===== config.mk =====
export PLATFORM = sky130hd
export DESIGN_NAME = vec_result_stage
export DESIGN_NICKNAME = d
export VERILOG_FILES = /design/src/vec_data_pkg.sv /design/src/vec_isa_pkg.sv /design/src/vec_result_stage.sv
export VERILOG_INCLUDE_DIRS = /design/src
export SDC_FILE = /design/constraint.sdc
export NUM_CORES = 1
export LEC_CHECK = 0
export BUFFER_PORTS_ARGS = -buffer_cell sky130_fd_sc_hd__buf_2
export CAP_MARGIN = 40
export CORE_AREA = 3 3 129 131
export CTS_CLUSTER_SIZE = 25
export DETAILED_ROUTE_END_ITERATION = 8
export DIE_AREA = 0 0 132 134
export GPL_ROUTABILITY_DRIVEN = 1
export GPL_TIMING_DRIVEN = 0
export HOLD_SLACK_MARGIN = 0.15
export PLACE_DENSITY = 0.62
export SLEW_MARGIN = 0
export SYNTH_ARGS = -nofsm -noshare
export SYNTH_HDL_FRONTEND = slang
export SYNTH_SLANG_ARGS = --single-unit

===== constraint.sdc =====
create_clock -name clk -period 2.14 [get_ports clk]
set_input_delay 0.428 -clock clk [delete_from_list [all_inputs] [get_ports clk]]
set_output_delay 0.428 -clock clk [all_outputs]
set_load 0.03 [all_outputs]

===== src/vec_alu_params.svh =====
`ifndef VEC_ALU_PARAMS_SVH
`define VEC_ALU_PARAMS_SVH

// Vector word size in bits
`define VEC_WIDTH 64

// Byte slices in one vector word
`define VEC_BYTES 8

// Opcode field size
`define VEC_OP_BITS 6

// Element width code size
`define VEC_WW_BITS 2

`endif


===== src/vec_data_pkg.sv =====
`include "vec_alu_params.svh"

package vec_data_pkg;

	// Bit 0 is the most significant bit, lane 0 sits at the top
	typedef logic [0:`VEC_WIDTH-1] vec_word_t;

	// Widening products of 8, 16 and 32 bit lanes
	typedef logic [0:15] prod16_t;
	typedef logic [0:31] prod32_t;
	typedef logic [0:63] prod64_t;

endpackage


===== src/vec_isa_pkg.sv =====
`include "vec_alu_params.svh"

package vec_isa_pkg;

	// Opcode encoding, values 14, 15 and 18 are reserved
	typedef enum logic [0:`VEC_OP_BITS-1] {
		VNOP   = 0,
		VAND   = 1,
		VOR    = 2,
		VXOR   = 3,
		VNOT   = 4,
		VMOV   = 5,
		VADD   = 6,
		VSUB   = 7,
		VMULEU = 8,
		VMULOU = 9,
		VSLL   = 10,
		VSRL   = 11,
		VSRA   = 12,
		VRTTH  = 13,
		VSQEU  = 16,
		VSQOU  = 17
	} vec_op_e;

	// Lane width code
	typedef enum logic [0:`VEC_WW_BITS-1] {
		W8  = 0,
		W16 = 1,
		W32 = 2,
		W64 = 3
	} elem_width_e;

endpackage


===== src/vec_result_stage.sv =====
`timescale 1ns/1ps

module vec_result_stage (
	input  logic                     clk,
	input  logic                     reset,
	input  logic                     alu_en,
	input  vec_isa_pkg::vec_op_e     op,
	input  vec_data_pkg::vec_word_t  logic_res,
	input  vec_data_pkg::vec_word_t  addsub_res,
	input  vec_data_pkg::vec_word_t  shift_res,
	input  vec_data_pkg::vec_word_t  mult_res,
	output vec_data_pkg::vec_word_t  alu_out,
	output logic                     result_valid
);

	typedef enum logic [0:2] {
		CLS_NONE   = 0,
		CLS_LOGIC  = 1,
		CLS_ADDSUB = 2,
		CLS_SHIFT  = 3,
		CLS_MULT   = 4
	} unit_class_e;

	unit_class_e             cls;
	vec_data_pkg::vec_word_t next_word;

	// Opcode to unit class
	always_comb begin
		case (op)
			vec_isa_pkg::VAND, vec_isa_pkg::VOR, vec_isa_pkg::VXOR,
			vec_isa_pkg::VNOT, vec_isa_pkg::VMOV, vec_isa_pkg::VRTTH:
				cls = CLS_LOGIC;
			vec_isa_pkg::VADD, vec_isa_pkg::VSUB:
				cls = CLS_ADDSUB;
			vec_isa_pkg::VSLL, vec_isa_pkg::VSRL, vec_isa_pkg::VSRA:
				cls = CLS_SHIFT;
			vec_isa_pkg::VMULEU, vec_isa_pkg::VMULOU,
			vec_isa_pkg::VSQEU, vec_isa_pkg::VSQOU:
				cls = CLS_MULT;
			default:
				cls = CLS_NONE;
		endcase
	end

	always_comb begin
		case (cls)
			CLS_LOGIC:  next_word = logic_res;
			CLS_ADDSUB: next_word = addsub_res;
			CLS_SHIFT:  next_word = shift_res;
			CLS_MULT:   next_word = mult_res;
			default:    next_word = '0;
		endcase
	end

	// One cycle behind the enable, holds when idle
	always_ff @(posedge clk) begin
		if (reset) begin
			alu_out <= '0;
			result_valid <= 1'b0;
		end else begin
			result_valid <= alu_en;
			if (alu_en)
				alu_out <= next_word;
		end
	end

endmodule


; ---- After elaboration in Yosys (flattened, before gate mapping)
; Memories as Yosys holds them, arrays and structs flattened.
; Index checks and enable logic that the tools add are counted.
[totals]
out_inout_bits = 65
ff_bits = 65
latch_bits = 0
mem_count = 1
ram_bits = 0
rom_bits = 96
inputBits = 265
elab_cells = 9
[mem_list]
columns = memory, words, word_bits, rd, rd_ports_with_merged_regs, write_ports, line
row1 = (no name shown), 32, 3, 1, 0, 0, vec_result_stage.sv:29  ; case (op)
[op_classes]
shifts = 0
muxes = 2
n_mul = 0
div = 0
n_bitwise = 0
addsub = 0
order_cmp = 0
reduce_logical = 0
n_eq_ne = 4
[ops]
columns = cell, count
row1 = $pmux W64 S4, 1
row2 = $eq A3 B2 Y1 const B, 2
row3 = $eq A3 B1 Y1 const B, 1
row4 = $eq A3 B3 Y1 const B, 1
row5 = $mux W3, 1

; ---- Logic depth before layout (Yosys ltp)
; Gate-level depths: netlist (run 1).
; An unclocked memory read counts as a cell.
[depth]
ltp_word = 4
depth_mapped = 9
depth_no_buf = 7

; ---- Worst setup path before layout (run 1)
; Ideal clock, no wire load.
[synth_timing]
kind = input-to-reg
startpoint = in op[3]
endpoint = reg alu_out[10]
required_time_ns = 2.011
setup_slack_ns = 0.019
path_buffers = 3
path_stages = 8
arrival_ns = 1.992
path_cell_list = buf_4 or4_4 nand4_1 buf_4 buf_4 mux2_2 a22oi_1 a22oi_2
[synth_between]
elab_chain_len = 4
word_cells_on_any_way = 7
[synth_lines]
columns = element, line
row1 = from (decl), vec_result_stage.sv:7  ; input vec_isa_pkg::vec_op_e op,
row2 = $mem_v2 Z32 W3 (*), -
row3 = $mux W3 (*), vec_result_stage.sv:29
row4 = "$eq A3 B3 Y1, or another cell as far along", vec_result_stage.sv:46  ; case (cls)
row5 = $pmux W64 S4 (*), vec_result_stage.sv:46
row6 = to (signal assigned), vec_result_stage.sv:63  ; alu_out <= next_word;
row7 = to (decl), vec_result_stage.sv:12  ; output vec_data_pkg::vec_word_t alu_out,
; Mark *: on every way between the ends. The rest lies on a longest branch, timed or not.
; A chain may end at the register's enable or synchronous reset.

; ---- Worst setup path after layout (run 1)
[layout_timing]
startpoint = in op[2]
endpoint = reg alu_out[21]
; The elaborated chain is that of the path after synthesis.

==> results of run 1 <==
## synth_stat cells
master	n	area share, %
sky130_fd_sc_hd__a21boi_0	4	0.69
sky130_fd_sc_hd__a21boi_1	60	10
sky130_fd_sc_hd__a22oi_1	103	18
sky130_fd_sc_hd__a22oi_2	25	7.1
sky130_fd_sc_hd__a311oi_4	2	1.2
sky130_fd_sc_hd__and4_4	1	0.26
sky130_fd_sc_hd__buf_2	7	0.80
sky130_fd_sc_hd__buf_4	8	1.4
sky130_fd_sc_hd__buf_6	8	2.1
sky130_fd_sc_hd__buf_8	5	1.7
sky130_fd_sc_hd__clkbuf_1	12	1.0
sky130_fd_sc_hd__dfxtp_1	65	30
sky130_fd_sc_hd__ha_1	2	0.57
sky130_fd_sc_hd__inv_1	3	0.26
sky130_fd_sc_hd__mux2_2	64	16
sky130_fd_sc_hd__mux2i_1	1	0.23
sky130_fd_sc_hd__nand2_1	64	5.5
sky130_fd_sc_hd__nand2b_1	2	0.29
sky130_fd_sc_hd__nand3b_1	1	0.17
sky130_fd_sc_hd__nand4_1	1	0.14
sky130_fd_sc_hd__nor2_1	3	0.26
sky130_fd_sc_hd__nor2b_1	1	0.14
sky130_fd_sc_hd__nor3_4	1	0.37
sky130_fd_sc_hd__nor3b_1	1	0.17
sky130_fd_sc_hd__o21a_1	1	0.17
sky130_fd_sc_hd__o21ai_4	1	0.37
sky130_fd_sc_hd__or2_2	1	0.14
sky130_fd_sc_hd__or3_1	1	0.14
sky130_fd_sc_hd__or3b_4	1	0.26
sky130_fd_sc_hd__or4_4	1	0.26
sky130_fd_sc_hd__xnor2_1	1	0.20
## per-layer routing
metal  up-vias  track usage, %
li1       2433               -
met4         0            5.31
met3        17            6.26
met2       232            31.5
met1      2241            22.8
met5         -               0
## flip-flops by register name, summed over array words and instances, names as in the netlist
signal and cells:
alu_out 64, result_valid 1
## layout make-up
cell class	instances	area, µm²
Multi-Input combinational cell	343	2810
Fill cell	1593	8970
Inverter	3	11.3
Buffer	40	368
Clock buffer	13	270
Tap cell	216	270
Sequential cell	65	1300
Timing Repair Buffer	336	1710
Clock inverter	2	12.5
## cells by family after synthesis
logic type,after synthesis,synth area share [%]
flip-flops,65,29.7
multiplexers,65,16.7
AND/OR/NAND/NOR,79,8.09
adder cells (fa/ha/maj),2,0.571
AO/OA/AOI/OAI,196,37.5
buffers and inverters,43,7.23
XOR/XNOR,1,0.200
## what timing repair did
action | in CTS | in global routing
endpoints found under the hold margin | 0 | 0
resized for setup | 4 | 30
endpoints found under the setup margin | 50 | 60
setup buffers | 4 | 2
pin swaps | 1 | 0
gates cloned | 0 | 1
## metrics by stage
step | hold slack, ns | cell area [µm²] | cells
4_1_cts | 0.305 | 6630 | 1015
3_5_place_dp | 0.487 | 6300 | 996
3_3_place_gp | 0.483 | 6290 | 995
2_1_floorplan | 0.542 | 4380 | 451
5_1_grt | 0.312 | 6740 | 1018
6_report | 0.327 | 6740 | 1018
## worst max-delay path, cell delays in order
cell and delay, ns:
sky130_fd_sc_hd__buf_2 0.13, sky130_fd_sc_hd__or4_4 0.54, sky130_fd_sc_hd__nand4_1 0.19, sky130_fd_sc_hd__buf_4 0.22, sky130_fd_sc_hd__buf_6 0.17, sky130_fd_sc_hd__mux2_2 0.34, sky130_fd_sc_hd__a22oi_1 0.18, sky130_fd_sc_hd__a22oi_1 0.10
## final timing paths
path	startpoint	endpoint	slack (ns)	cells after the start
min	reset	result_valid	0.33	2
min reg2reg	alu_out[53]	alu_out[53]	0.49	2
max reg2reg	alu_out[12]	alu_out[12]	1.35	3
max	op[2]	alu_out[21]	0.04	8
## power by group
group | leakage [nW] | switching [mW] | internal [mW]
clock network | 0.138 | 0.534 | 0.871
registers | 0.524 | 0.00681 | 1.23
logic | 2.33 | 0.357 | 0.408
==> load_flow_metrics.sql, run 1 <==
INSERT INTO impl_metrics (metric_group, metric, value, unit) VALUES
('final_layout', 'drive_gt1_share', '60.5', '%'),
('clock_network', 'cts_buffers', '9', ''),
('global_routing', 'grt_pass1_wl', '26200', 'µm'),
('clock_network', 'ctsRootBufferMaster', 'sky130_fd_sc_hd__clkbuf_16', ''),
('yosys', 'synth_nets', '718', ''),
('clock_network', 'cts.sink_count', '65', ''),
('sta', 'period_minus_slack', '2.10', 'ns'),
('yosys', 'synth.ff_latch_count', '65', ''),
('floorplanning', 'die_area', '17700', 'µm²'),
('global_routing', 'global_route.overflow_total', '0', ''),
('sta', 'timing.clock.skew', '0', 'ns'),
('sta', 'clock.fmax', '476', 'MHz'),
('placed_design', 'pre_cts_slack', '-0.559', 'ns'),
('yosys', 'warnings_from_yosys', '0', ''),
('final_layout', 'mostFrequentLayoutCells', 'sky130_fd_sc_hd__buf_2, sky130_fd_sc_hd__a22oi_1, sky130_fd_sc_hd__dfxtp_1', ''),
('final_layout', 'final_common_cell', 'sky130_fd_sc_hd__buf_2', ''),
('clock_network', 'cts-hold-fix-buffers', '0', ''),
('setup_path', 'timing.setup.critical_path_class', 'primary input to flip-flop', ''),
('global_routing', 'globalRouteTotalUtil', '18.7', '%'),
('clock_network', 'clk_latency', '0.33', 'ns'),
('flow_run', 'cap_viol_max_count', '0', ''),
('clock_network', 'clkTransAtPathRegs', '0.05', 'ns'),
('global_routing', 'grt_start_max_net_pins', '11', ''),
('setup_path', 'crit_required', '2.34', 'ns'),
('yosys', 'syn_avg_cell_area', '9.71', 'µm²'),
('routing', 'route.antenna.remaining_nets', '0', ''),
('placed_design', 'hpwlAfterDp', '14100', 'µm'),
('sta', 'finalSetupTns', '0', 'ns'),
('final_layout', 'syn2layout_area_growth', '54.0', '%'),
('final_layout', 'post-route-util', '42.9', '%'),
('sta', 'timing.final.setup_violations', '0', ''),
('routing', 'wl_met3', '1320', 'µm'),
('sta', 'max_slew.worst_pin.slew', '0.628', 'ns'),
('power', 'power_per_cell_area', '504', 'nW/µm²'),
('routing', 'top_layer', 'met4', ''),
('sta', 'layout_worst_path_cycle_share', '98.2', '%'),
('yosys', 'synthesis.instances', '451', ''),
('worst_hold_path', 'hold_wc_path_type', 'primary input to flip-flop', ''),
('routing', 'remaining_drc_errors', '0', ''),
('clock_network', 'cts-root-to-sink-buffers', '2', ''),
('floorplanning', 'die_x', '132', 'µm'),
('sta', 'setup_ws', '0.0389', 'ns'),
('global_routing', 'number_of_global_route_vias_before_repair', '4876', ''),
('routing', 'first_pass_iters', '4', ''),
('clock_network', 'cts_tree', 'built', ''),
('clock_network', 'clock_tree.htree_level_count', '3', ''),
('power', 'max-vdd-ir-drop', '319', 'µV'),
('power', 'leakagePower', '2.99', 'nW'),
('sta', 'finalHoldViolations', '0', ''),
('setup_path', 'critPathCaptureType', 'flip-flop', ''),
('yosys', 'yosysSeqAreaShare', '29.7', '%'),
('floorplanning', 'core_area', '15700', 'µm²'),
('setup_path', 'critPathLaunchType', 'primary input', ''),
('final_layout', 'diodes', '0', ''),
('routing', 'detailroute.wirelength.met2', '8400', 'µm'),
('setup_path', 'critical_path.max_fanout', '10', ''),
('routing', 'drt_iter0_markers', '165', ''),
('routing', 'postRouteWirelength', '17400', 'µm'),
('yosys', 'post_synth_instance_area', '4380', 'µm²'),
('status', 'status', 'completed', ''),
('final_layout', 'nets', '1065', ''),
('routing', 'detail_route.wl_per_cell', '17.1', 'µm'),
('routing', 'num_vias', '4923', ''),
('yosys', 'synthDistinctLibCells', '31', ''),
('routing', 'wl_met1', '7380', 'µm'),
('setup_path', 'worst-endpoint-arrival', '2.31', 'ns'),
('power', 'design_power_total', '3.40', 'mW'),
('placed_design', 'place.gp.congestion', '0.818', ''),
('floorplanning', 'site_rows', '46', ''),
('floorplanning', 'die_height', '134', 'µm'),
('sta', 'grt_setup_unrepaired', 'yes', ''),
('placed_design', 'placement.io_buffers', '328', ''),
('floorplanning', 'starting_density_of_the_core', '27.9', '%'),
('routing', 'vias_per_cell', '4.84', ''),
('global_routing', 'antenna_violations_before_repair', '0', ''),
('sta', 'worst_slew_margin_rel', '58.1', '%'),
('floorplanning', 'io-pin-count', '330', ''),
('sta', 'number_of_max_slew_violations_in_the_final_report', '0', '');
Note: power is estimated with default switching activity, not from simulation.
==> run 2, diff against run 1 <==
--- a/config.mk
+++ b/config.mk
@@ -8,14 +8,14 @@
 export LEC_CHECK = 0
 export BUFFER_PORTS_ARGS = -buffer_cell sky130_fd_sc_hd__buf_2
 export CAP_MARGIN = 40
-export CORE_AREA = 3 3 129 131
+export CORE_AREA = 3 3 127 129
 export CTS_CLUSTER_SIZE = 25
 export DETAILED_ROUTE_END_ITERATION = 8
-export DIE_AREA = 0 0 132 134
+export DIE_AREA = 0 0 130 132
 export GPL_ROUTABILITY_DRIVEN = 1
 export GPL_TIMING_DRIVEN = 0
 export HOLD_SLACK_MARGIN = 0.15
-export PLACE_DENSITY = 0.62
+export PLACE_DENSITY = 0.64
 export SLEW_MARGIN = 0
 export SYNTH_ARGS = -nofsm -noshare
 export SYNTH_HDL_FRONTEND = slang
==> run 2 against run 1 <==
Effect of this change:
- critical path depth is the same
- die area shrank 3.0%
- worst hold slack lost 0.019 ns
- design area shrank 0.22%
- clock power grew 34%
- wire length shrank 2.0%
- via count shrank 1.2%
- clock skew is the same
- global-route usage grew 0.39 points
- combinational power shrank 3.9%
- sequential share of layout area is essentially flat
- maximum frequency grew 1.4%
- largest power group unchanged
- highest routed layer unchanged
==> load_flow_metrics.sql, run 2 (same netlist as run 1, synthesis figures left out) <==
INSERT INTO impl_metrics (metric_group, metric, value, unit) VALUES
('setup_path', 'timing.setup.critical_path_class', 'primary input to flip-flop', ''),
('setup_path', 'timing.critical_path.cells', 'buf_2 > or4_4 > nand4_1 > buf_6 > buf_4 > mux2_2 > a22oi_1 > a22oi_1', ''),
('routing', 'detail_route.wl_per_cell', '17.2', 'µm'),
('sta', 'max_slew.worst_pin.slew', '0.621', 'ns'),
('placed_design', 'hpwlAfterDp', '13900', 'µm'),
('clock_network', 'cts.sink_count', '65', ''),
('final_layout', 'reg_top3', 'alu_out: 64 flops, result_valid: 1 flops', ''),
('placed_design', 'place.gp.congestion', '0.806', ''),
('setup_path', 'worst-endpoint-arrival', '2.27', 'ns'),
('sta', 'timing.clock.skew', '0', 'ns'),
('floorplanning', 'site_rows', '45', ''),
('global_routing', 'antenna_violations_before_repair', '0', ''),
('clock_network', 'cts-hold-fix-buffers', '0', ''),
('final_layout', 'design_area', '6730', 'µm²'),
('setup_path', 'critPathCaptureType', 'flip-flop', ''),
('final_layout', 'diodes', '0', ''),
('setup_path', 'critPathLaunchType', 'primary input', ''),
('sta', 'worst_slew_margin_rel', '58.4', '%'),
('setup_path', 'timing.critical_path.slowest_stage_cell', 'sky130_fd_sc_hd__or4_4', ''),
('power', 'max-vdd-ir-drop', '390', 'µV'),
('placed_design', 'placed_cells_incl_taps', '968', ''),
('routing', 'postRouteWirelength', '17100', 'µm'),
('global_routing', 'grt_start_max_net_pins', '12', ''),
('routing', 'num_vias', '4865', ''),
('power', 'power_per_cell_area', '572', 'nW/µm²'),
('final_layout', 'mostFrequentLayoutCells', 'sky130_fd_sc_hd__buf_2, sky130_fd_sc_hd__a22oi_1, sky130_fd_sc_hd__dfxtp_1', ''),
('floorplanning', 'die_x', '130', 'µm'),
('flow_run', 'cap_viol_max_count', '0', ''),
('sta', 'layout_worst_path_cycle_share', '96.8', '%'),
('floorplanning', 'die_height', '132', 'µm'),
('floorplanning', 'die_area', '17200', 'µm²'),
('routing', 'vias_per_cell', '4.91', ''),
('sta', 'clock.fmax', '483', 'MHz'),
('routing', 'route.antenna.remaining_nets', '0', ''),
('sta', 'finalHoldWorstSlack', '0.308', 'ns'),
('final_layout', 'nets', '1064', ''),
('power', 'design_power_total', '3.85', 'mW'),
('setup_path', 'critical_path.max_fanout', '10', ''),
('status', 'status', 'completed', ''),
('sta', 'timing.final.setup_violations', '0', ''),
('power', 'power_report.internal_total', '2.94', 'mW'),
('clock_network', 'clk_latency', '0.33', 'ns'),
('final_layout', 'post_layout_cell_count', '990', ''),
('clock_network', 'ctsRootBufferMaster', 'sky130_fd_sc_hd__clkbuf_16', ''),
('final_layout', 'largest-register', 'alu_out', ''),
('power', 'power.switching', '908', 'µW'),
('global_routing', 'globalRouteTotalUtil', '19.1', '%'),
('setup_path', 'crit_required', '2.34', 'ns'),
('final_layout', 'syn2layout_area_growth', '53.7', '%'),
('final_layout', 'drive_gt1_share', '59.6', '%'),
('power', 'switching_share', '23.6', '%'),
('clock_network', 'cts_buffers', '9', ''),
('global_routing', 'global_route.overflow_total', '0', ''),
('power', 'comb_power_share', '19.1', '%'),
('final_layout', 'largest_register_ffs', '64', ''),
('worst_hold_path', 'hold_wc_path_type', 'primary input to flip-flop', ''),
('clock_network', 'cts_tree', 'built', ''),
('routing', 'drt_iter0_markers', '202', ''),
('final_layout', 'final_common_cell', 'sky130_fd_sc_hd__buf_2', ''),
('power', 'leakagePower', '3.01', 'nW'),
('power', 'power_frac_seq', '32.0', '%'),
('placed_design', 'placement.io_buffers', '328', ''),
('final_layout', 'layout.filler_cells', '1559', ''),
('sta', 'grt_setup_unrepaired', 'yes', ''),
('clock_network', 'clock_tree.htree_level_count', '3', ''),
('routing', 'remaining_drc_errors', '0', ''),
('placed_design', 'placed_cell_area', '6260', 'µm²'),
('global_routing', 'number_of_global_route_vias_before_repair', '4878', ''),
('clock_network', 'clkTransAtPathRegs', '0.05', 'ns'),
('floorplanning', 'core_area', '15100', 'µm²'),
('sta', 'period_minus_slack', '2.07', 'ns'),
('power', 'clockPowerShare', '48.9', '%'),
('setup_path', 'critPathMostFrequentCell', 'sky130_fd_sc_hd__a22oi_1', ''),
('clock_network', 'cts-root-to-sink-buffers', '2', ''),
('global_routing', 'grt_pass1_wl', '25400', 'µm'),
('setup_path', 'cpPeakStageDelay', '0.53', 'ns'),
('floorplanning', 'starting_density_of_the_core', '28.9', '%'),
('routing', 'first_pass_iters', '5', ''),
('sta', 'finalHoldViolations', '0', ''),
('sta', 'number_of_max_slew_violations_in_the_final_report', '0', ''),
('floorplanning', 'io-pin-count', '330', '');
## run 2: changes by cell type in the layout (fill, tap and decap cells not counted), sizes merged
| cell | before | now |
|---|---|---|
| clkbuf | 31 | 25 |
| bufinv | 0 | 4 |
| buf | 358 | 361 |
| clkinvlp | 1 | 0 |
## run 2: routing by layer
metal,share of wire [%],global-route usage (%)
met5,0,0
met4,1.7,6.06
met3,7.6,4.66
met2,51,34.2
met1,40,22.0
## run 2: final cells by class
| type | instances | area [µm²] | area share [%] |
|---|---|---|---|
| Clock inverter | 5 | 125 | 1.86 |
| Buffer | 40 | 325 | 4.83 |
| Inverter | 3 | 11.3 | 0.167 |
| Sequential cell | 65 | 1300 | 19.3 |
| Multi-Input combinational cell | 343 | 2770 | 41.2 |
| Tap cell | 188 | 235 | 3.50 |
| Timing Repair Buffer | 335 | 1710 | 25.4 |
| Clock buffer | 11 | 253 | 3.76 |
## run 2: what timing repair did
action | CTS | global route
setup endpoints to repair | 52 | 58
buffers inserted | 2 | 4
resized for setup | 2 | 6
pin swaps | 1 | 1
hold endpoints to repair | 0 | 0
## run 2: power by group through the flow
stage               clock, mW  combinational (mW)  sequential [mW]
finish                   1.88               0.735             1.23
global route             1.98               0.804             1.23
CTS                      1.94               0.730             1.23
detailed placement          0               0.723             1.26
global placement            0               0.718             1.26
floorplan                   0               0.349             1.29
## run 2: final timing paths
check	startpoint	endpoint	slack, ns	cells after the start
hold / removal	reset	result_valid	0.31	2
setup / recovery	op[2]	alu_out[16]	0.07	8
hold reg to reg	alu_out[59]	alu_out[59]	0.50	2
setup reg to reg	alu_out[45]	alu_out[45]	1.32	3
## run 2: critical path, delay by kind of cell
family / cells / cell delay, ns
buffers and inverters: 3 / 0.53
AOI/OAI and AO/OA: 2 / 0.27
muxes: 1 / 0.34
and+or+nand+nor: 2 / 0.68
## run 2: through the flow
stage | utilization [%] | worst slack [ns] | TNS (ns)
4_1_cts | 44.0 | 0.0268 | 0
2_1_floorplan | - | 0.0195 | 0
6_report | 44.4 | 0.0687 | 0
3_3_place_gp | 41.3 | -0.453 | -23.45
3_5_place_dp | 41.4 | -0.462 | -24.36
5_1_grt | 44.4 | -0.0198 | -0.0537
==> run 3, diff against run 2 <==
--- a/config.mk
+++ b/config.mk
@@ -6,16 +6,16 @@
 export SDC_FILE = /design/constraint.sdc
 export NUM_CORES = 1
 export LEC_CHECK = 0
-export BUFFER_PORTS_ARGS = -buffer_cell sky130_fd_sc_hd__buf_2
 export CAP_MARGIN = 40
-export CORE_AREA = 3 3 127 129
+export CORE_AREA = 3 3 128 130
 export CTS_CLUSTER_SIZE = 25
 export DETAILED_ROUTE_END_ITERATION = 8
-export DIE_AREA = 0 0 130 132
+export DIE_AREA = 0 0 131 133
+export DONT_BUFFER_PORTS = 1
 export GPL_ROUTABILITY_DRIVEN = 1
 export GPL_TIMING_DRIVEN = 0
 export HOLD_SLACK_MARGIN = 0.15
-export PLACE_DENSITY = 0.64
+export PLACE_DENSITY = 0.44
 export SLEW_MARGIN = 0
 export SYNTH_ARGS = -nofsm -noshare
 export SYNTH_HDL_FRONTEND = slang
==> run 3 against run 2 <==
Effect of this change:
- design area is 26% lower
- wire length is 6.9% lower
- worst hold slack lost 0.096 ns
- combinational power fell by 40%
- via count is 21% lower
- clock power fell by 21%
- core utilization shrank 12 points
- total power down 17%
- maximum frequency is 3.3% higher
- sequential power barely moved
- critical endpoint is now alu_out[3]
- clock skew stayed put
==> load_flow_metrics.sql, run 3 (same netlist as run 1, synthesis figures left out) <==
INSERT INTO impl_metrics (metric_group, metric, value, unit) VALUES
('routing', 'drt_iter0_markers', '169', ''),
('placed_design', 'place.gp.congestion', '0.819', ''),
('worst_hold_path', 'hold_wc_path_type', 'primary input to flip-flop', ''),
('power', 'switching_share', '26.0', '%'),
('sta', 'timing.final.setup_violations', '0', ''),
('status', 'status', 'completed', ''),
('sta', 'finalHoldWorstSlack', '0.212', 'ns'),
('floorplanning', 'die_area', '17400', 'µm²'),
('setup_path', 'r2r-end', 'alu_out[19]', ''),
('setup_path', 'worst-endpoint-arrival', '2.21', 'ns'),
('placed_design', 'hpwlAfterDp', '12700', 'µm'),
('routing', 'route.antenna.remaining_nets', '0', ''),
('routing', 'num_vias', '3822', ''),
('setup_path', 'r2r-start', 'alu_out[19]', ''),
('clock_network', 'clock_tree.htree_level_count', '3', ''),
('sta', 'layout_worst_path_cycle_share', '93.7', '%'),
('clock_network', 'ctsRootBufferMaster', 'sky130_fd_sc_hd__clkbuf_16', ''),
('clock_network', 'clkTransAtPathRegs', '0.06', 'ns'),
('setup_path', 'cell_count_of_the_worst_reg_to_reg_path', '3', ''),
('sta', 'clock.fmax', '499', 'MHz'),
('global_routing', 'globalRouteTotalUtil', '16.9', '%'),
('sta', 'grt_setup_unrepaired', 'no', ''),
('final_layout', 'seq_area', '1300', 'µm²'),
('global_routing', 'global_route.overflow_total', '0', ''),
('final_layout', 'drive_gt1_share', '30.4', '%'),
('sta', 'number_of_max_slew_violations_in_the_final_report', '0', ''),
('routing', 'vias_per_cell', '5.60', ''),
('sta', 'period_minus_slack', '2.00', 'ns'),
('power', 'design_power_total', '3.20', 'mW'),
('final_layout', 'nets', '733', ''),
('clock_network', 'clk_latency', '0.33', 'ns'),
('power', 'power_per_cell_area', '643', 'nW/µm²'),
('clock_network', 'cts.sink_count', '65', ''),
('final_layout', 'final_common_cell', 'sky130_fd_sc_hd__a22oi_1', ''),
('worst_hold_path', 'min_delay_path_depth', '1', ''),
('floorplanning', 'die_x', '131', 'µm'),
('setup_path', 'crit_required', '2.35', 'ns'),
('final_layout', 'multi_input_area', '2770', 'µm²'),
('power', 'power_report.internal_total', '2.37', 'mW'),
('power', 'comb_power_share', '13.8', '%'),
('setup_path', 'critPathCaptureType', 'flip-flop', ''),
('sta', 'max_slew.worst_pin.slew', '0.668', 'ns'),
('global_routing', 'number_of_global_route_vias_before_repair', '4027', ''),
('clock_network', 'cts_tree', 'built', ''),
('final_layout', 'largest-register', 'alu_out', ''),
('floorplanning', 'starting_density_of_the_core', '28.7', '%'),
('clock_network', 'cts_buffers', '9', ''),
('setup_path', 'critical_path.max_fanout', '10', ''),
('global_routing', 'grt_pass1_wl', '22600', 'µm'),
('worst_hold_path', 'worst_hold_path_endpoint', 'result_valid', ''),
('power', 'power.switching', '833', 'µW'),
('routing', 'first_pass_iters', '7', ''),
('placed_design', 'placement.io_buffers', '0', ''),
('flow_run', 'cap_viol_max_count', '0', ''),
('final_layout', 'layout.filler_cells', '1584', ''),
('clock_network', 'cts-root-to-sink-buffers', '2', ''),
('floorplanning', 'site_rows', '45', ''),
('global_routing', 'antenna_violations_before_repair', '1', ''),
('final_layout', 'mostFrequentLayoutCells', 'sky130_fd_sc_hd__a22oi_1, sky130_fd_sc_hd__dfxtp_1, sky130_fd_sc_hd__nand2_1, sky130_fd_sc_hd__mux2_2, sky130_fd_sc_hd__a21boi_1', ''),
('floorplanning', 'io-pin-count', '330', ''),
('final_layout', 'syn2layout_area_growth', '13.7', '%'),
('sta', 'worst_slew_margin_rel', '55.4', '%'),
('routing', 'remaining_drc_errors', '0', ''),
('power', 'clockPowerShare', '46.7', '%'),
('floorplanning', 'core_area', '15300', 'µm²'),
('setup_path', 'timing.setup.critical_path_class', 'primary input to flip-flop', ''),
('worst_hold_path', 'holdCritStartpoint', 'reset', ''),
('sta', 'finalHoldViolations', '0', ''),
('final_layout', 'reg_top3', 'alu_out: 64 flops, result_valid: 1 flops', ''),
('routing', 'detail_route.wl_per_cell', '23.2', 'µm'),
('floorplanning', 'die_height', '133', 'µm'),
('power', 'max-vdd-ir-drop', '309', 'µV'),
('setup_path', 'reg2reg_setup_slack', '1.09', 'ns'),
('global_routing', 'grt_start_max_net_pins', '11', ''),
('final_layout', 'largest_register_ffs', '64', ''),
('sta', 'timing.clock.skew', '0', 'ns'),
('power', 'leakagePower', '1.55', 'nW'),
('power', 'power_frac_seq', '39.5', '%'),
('routing', 'postRouteWirelength', '15900', 'µm'),
('setup_path', 'critPathLaunchType', 'primary input', '');
run 3: cell types whose count changed in the layout (fill, tap and decap cells not counted):
cell	previous run	this run
sky130_fd_sc_hd__a22oi_1	101	102
sky130_fd_sc_hd__a22oi_2	27	26
sky130_fd_sc_hd__buf_12	1	0
sky130_fd_sc_hd__buf_2	333	7
sky130_fd_sc_hd__buf_6	12	10
sky130_fd_sc_hd__bufinv_16	4	1
sky130_fd_sc_hd__clkbuf_1	12	15
sky130_fd_sc_hd__clkbuf_4	2	0
sky130_fd_sc_hd__clkbuf_8	2	1
sky130_fd_sc_hd__clkinv_2	1	2
sky130_fd_sc_hd__diode_2	0	1
run 3: what timing repair did:
action / in CTS / in global routing
pin swaps: 1 / 1
hold buffers: 0 / 0
gates resized for setup: 1 / 1
buffers inserted: 0 / 3
endpoints found under the setup margin: 2 / 9
run 3: final cells by class:
type	instances	share of cell area [%]
Multi-Input combinational cell	343	55.6
Sequential cell	65	26.1
Buffer	40	6.21
Tap cell	211	5.30
Clock buffer	13	5.03
Clock inverter	3	0.804
Timing Repair Buffer	4	0.679
Inverter	3	0.226
Antenna cell	1	0.0503
run 3: layer usage:
| layer | share of wire [%] | routed length (µm) | up-vias | GRT usage, % |
|---|---|---|---|---|
| li1 | - | - | 1777 | - |
| met3 | 9.0 | 1430 | 21 | 5.69 |
| met2 | 53 | 8370 | 226 | 30.4 |
| met4 | 1.7 | 267 | 0 | 5.43 |
| met1 | 37 | 5810 | 1798 | 18.5 |
| met5 | 0 | 0 | - | 0 |
run 3: worst max path at each step:
stage	end	start	slack, ns
after floorplan	alu_out[10]	op[3]	0.02
after global placement	alu_out[3]	op[1]	-0.30
after detailed placement	alu_out[27]	op[3]	-0.37
after CTS	alu_out[3]	op[1]	0.03
after global routing	alu_out[61]	op[3]	0.02
final	alu_out[3]	op[3]	0.14
run 3: power groups by stage:
| stage | clock network [mW] | registers (mW) | logic [mW] |
|---|---|---|---|
| final | 1.49 | 1.26 | 0.443 |
| after global routing | 1.59 | 1.27 | 0.486 |
| after CTS | 1.54 | 1.26 | 0.448 |
| after detailed placement | 0 | 1.29 | 0.446 |
| after global placement | 0 | 1.29 | 0.435 |
| after floorplan | 0 | 1.29 | 0.349 |
run 3: metrics by stage:
step	area, µm²	cells	setup TNS, ns	util, %	worst slack [ns]
after floorplan	4380	451	0	-	0.0195
after global placement	4640	662	-13.94	30.4	-0.301
after detailed placement	4650	663	-16.34	30.5	-0.370
after CTS	4950	679	0	32.4	0.0302
after global routing	4980	683	0	32.6	0.0248
final	4980	683	0	32.6	0.135
run 3: critical path, cell delays in order:
cell and delay [ns]:
sky130_fd_sc_hd__buf_4 0.15, sky130_fd_sc_hd__or4_4 0.42, sky130_fd_sc_hd__nand4_1 0.15, sky130_fd_sc_hd__buf_6 0.19, sky130_fd_sc_hd__buf_4 0.22, sky130_fd_sc_hd__mux2_2 0.36, sky130_fd_sc_hd__a22oi_1 0.19, sky130_fd_sc_hd__a22oi_1 0.09
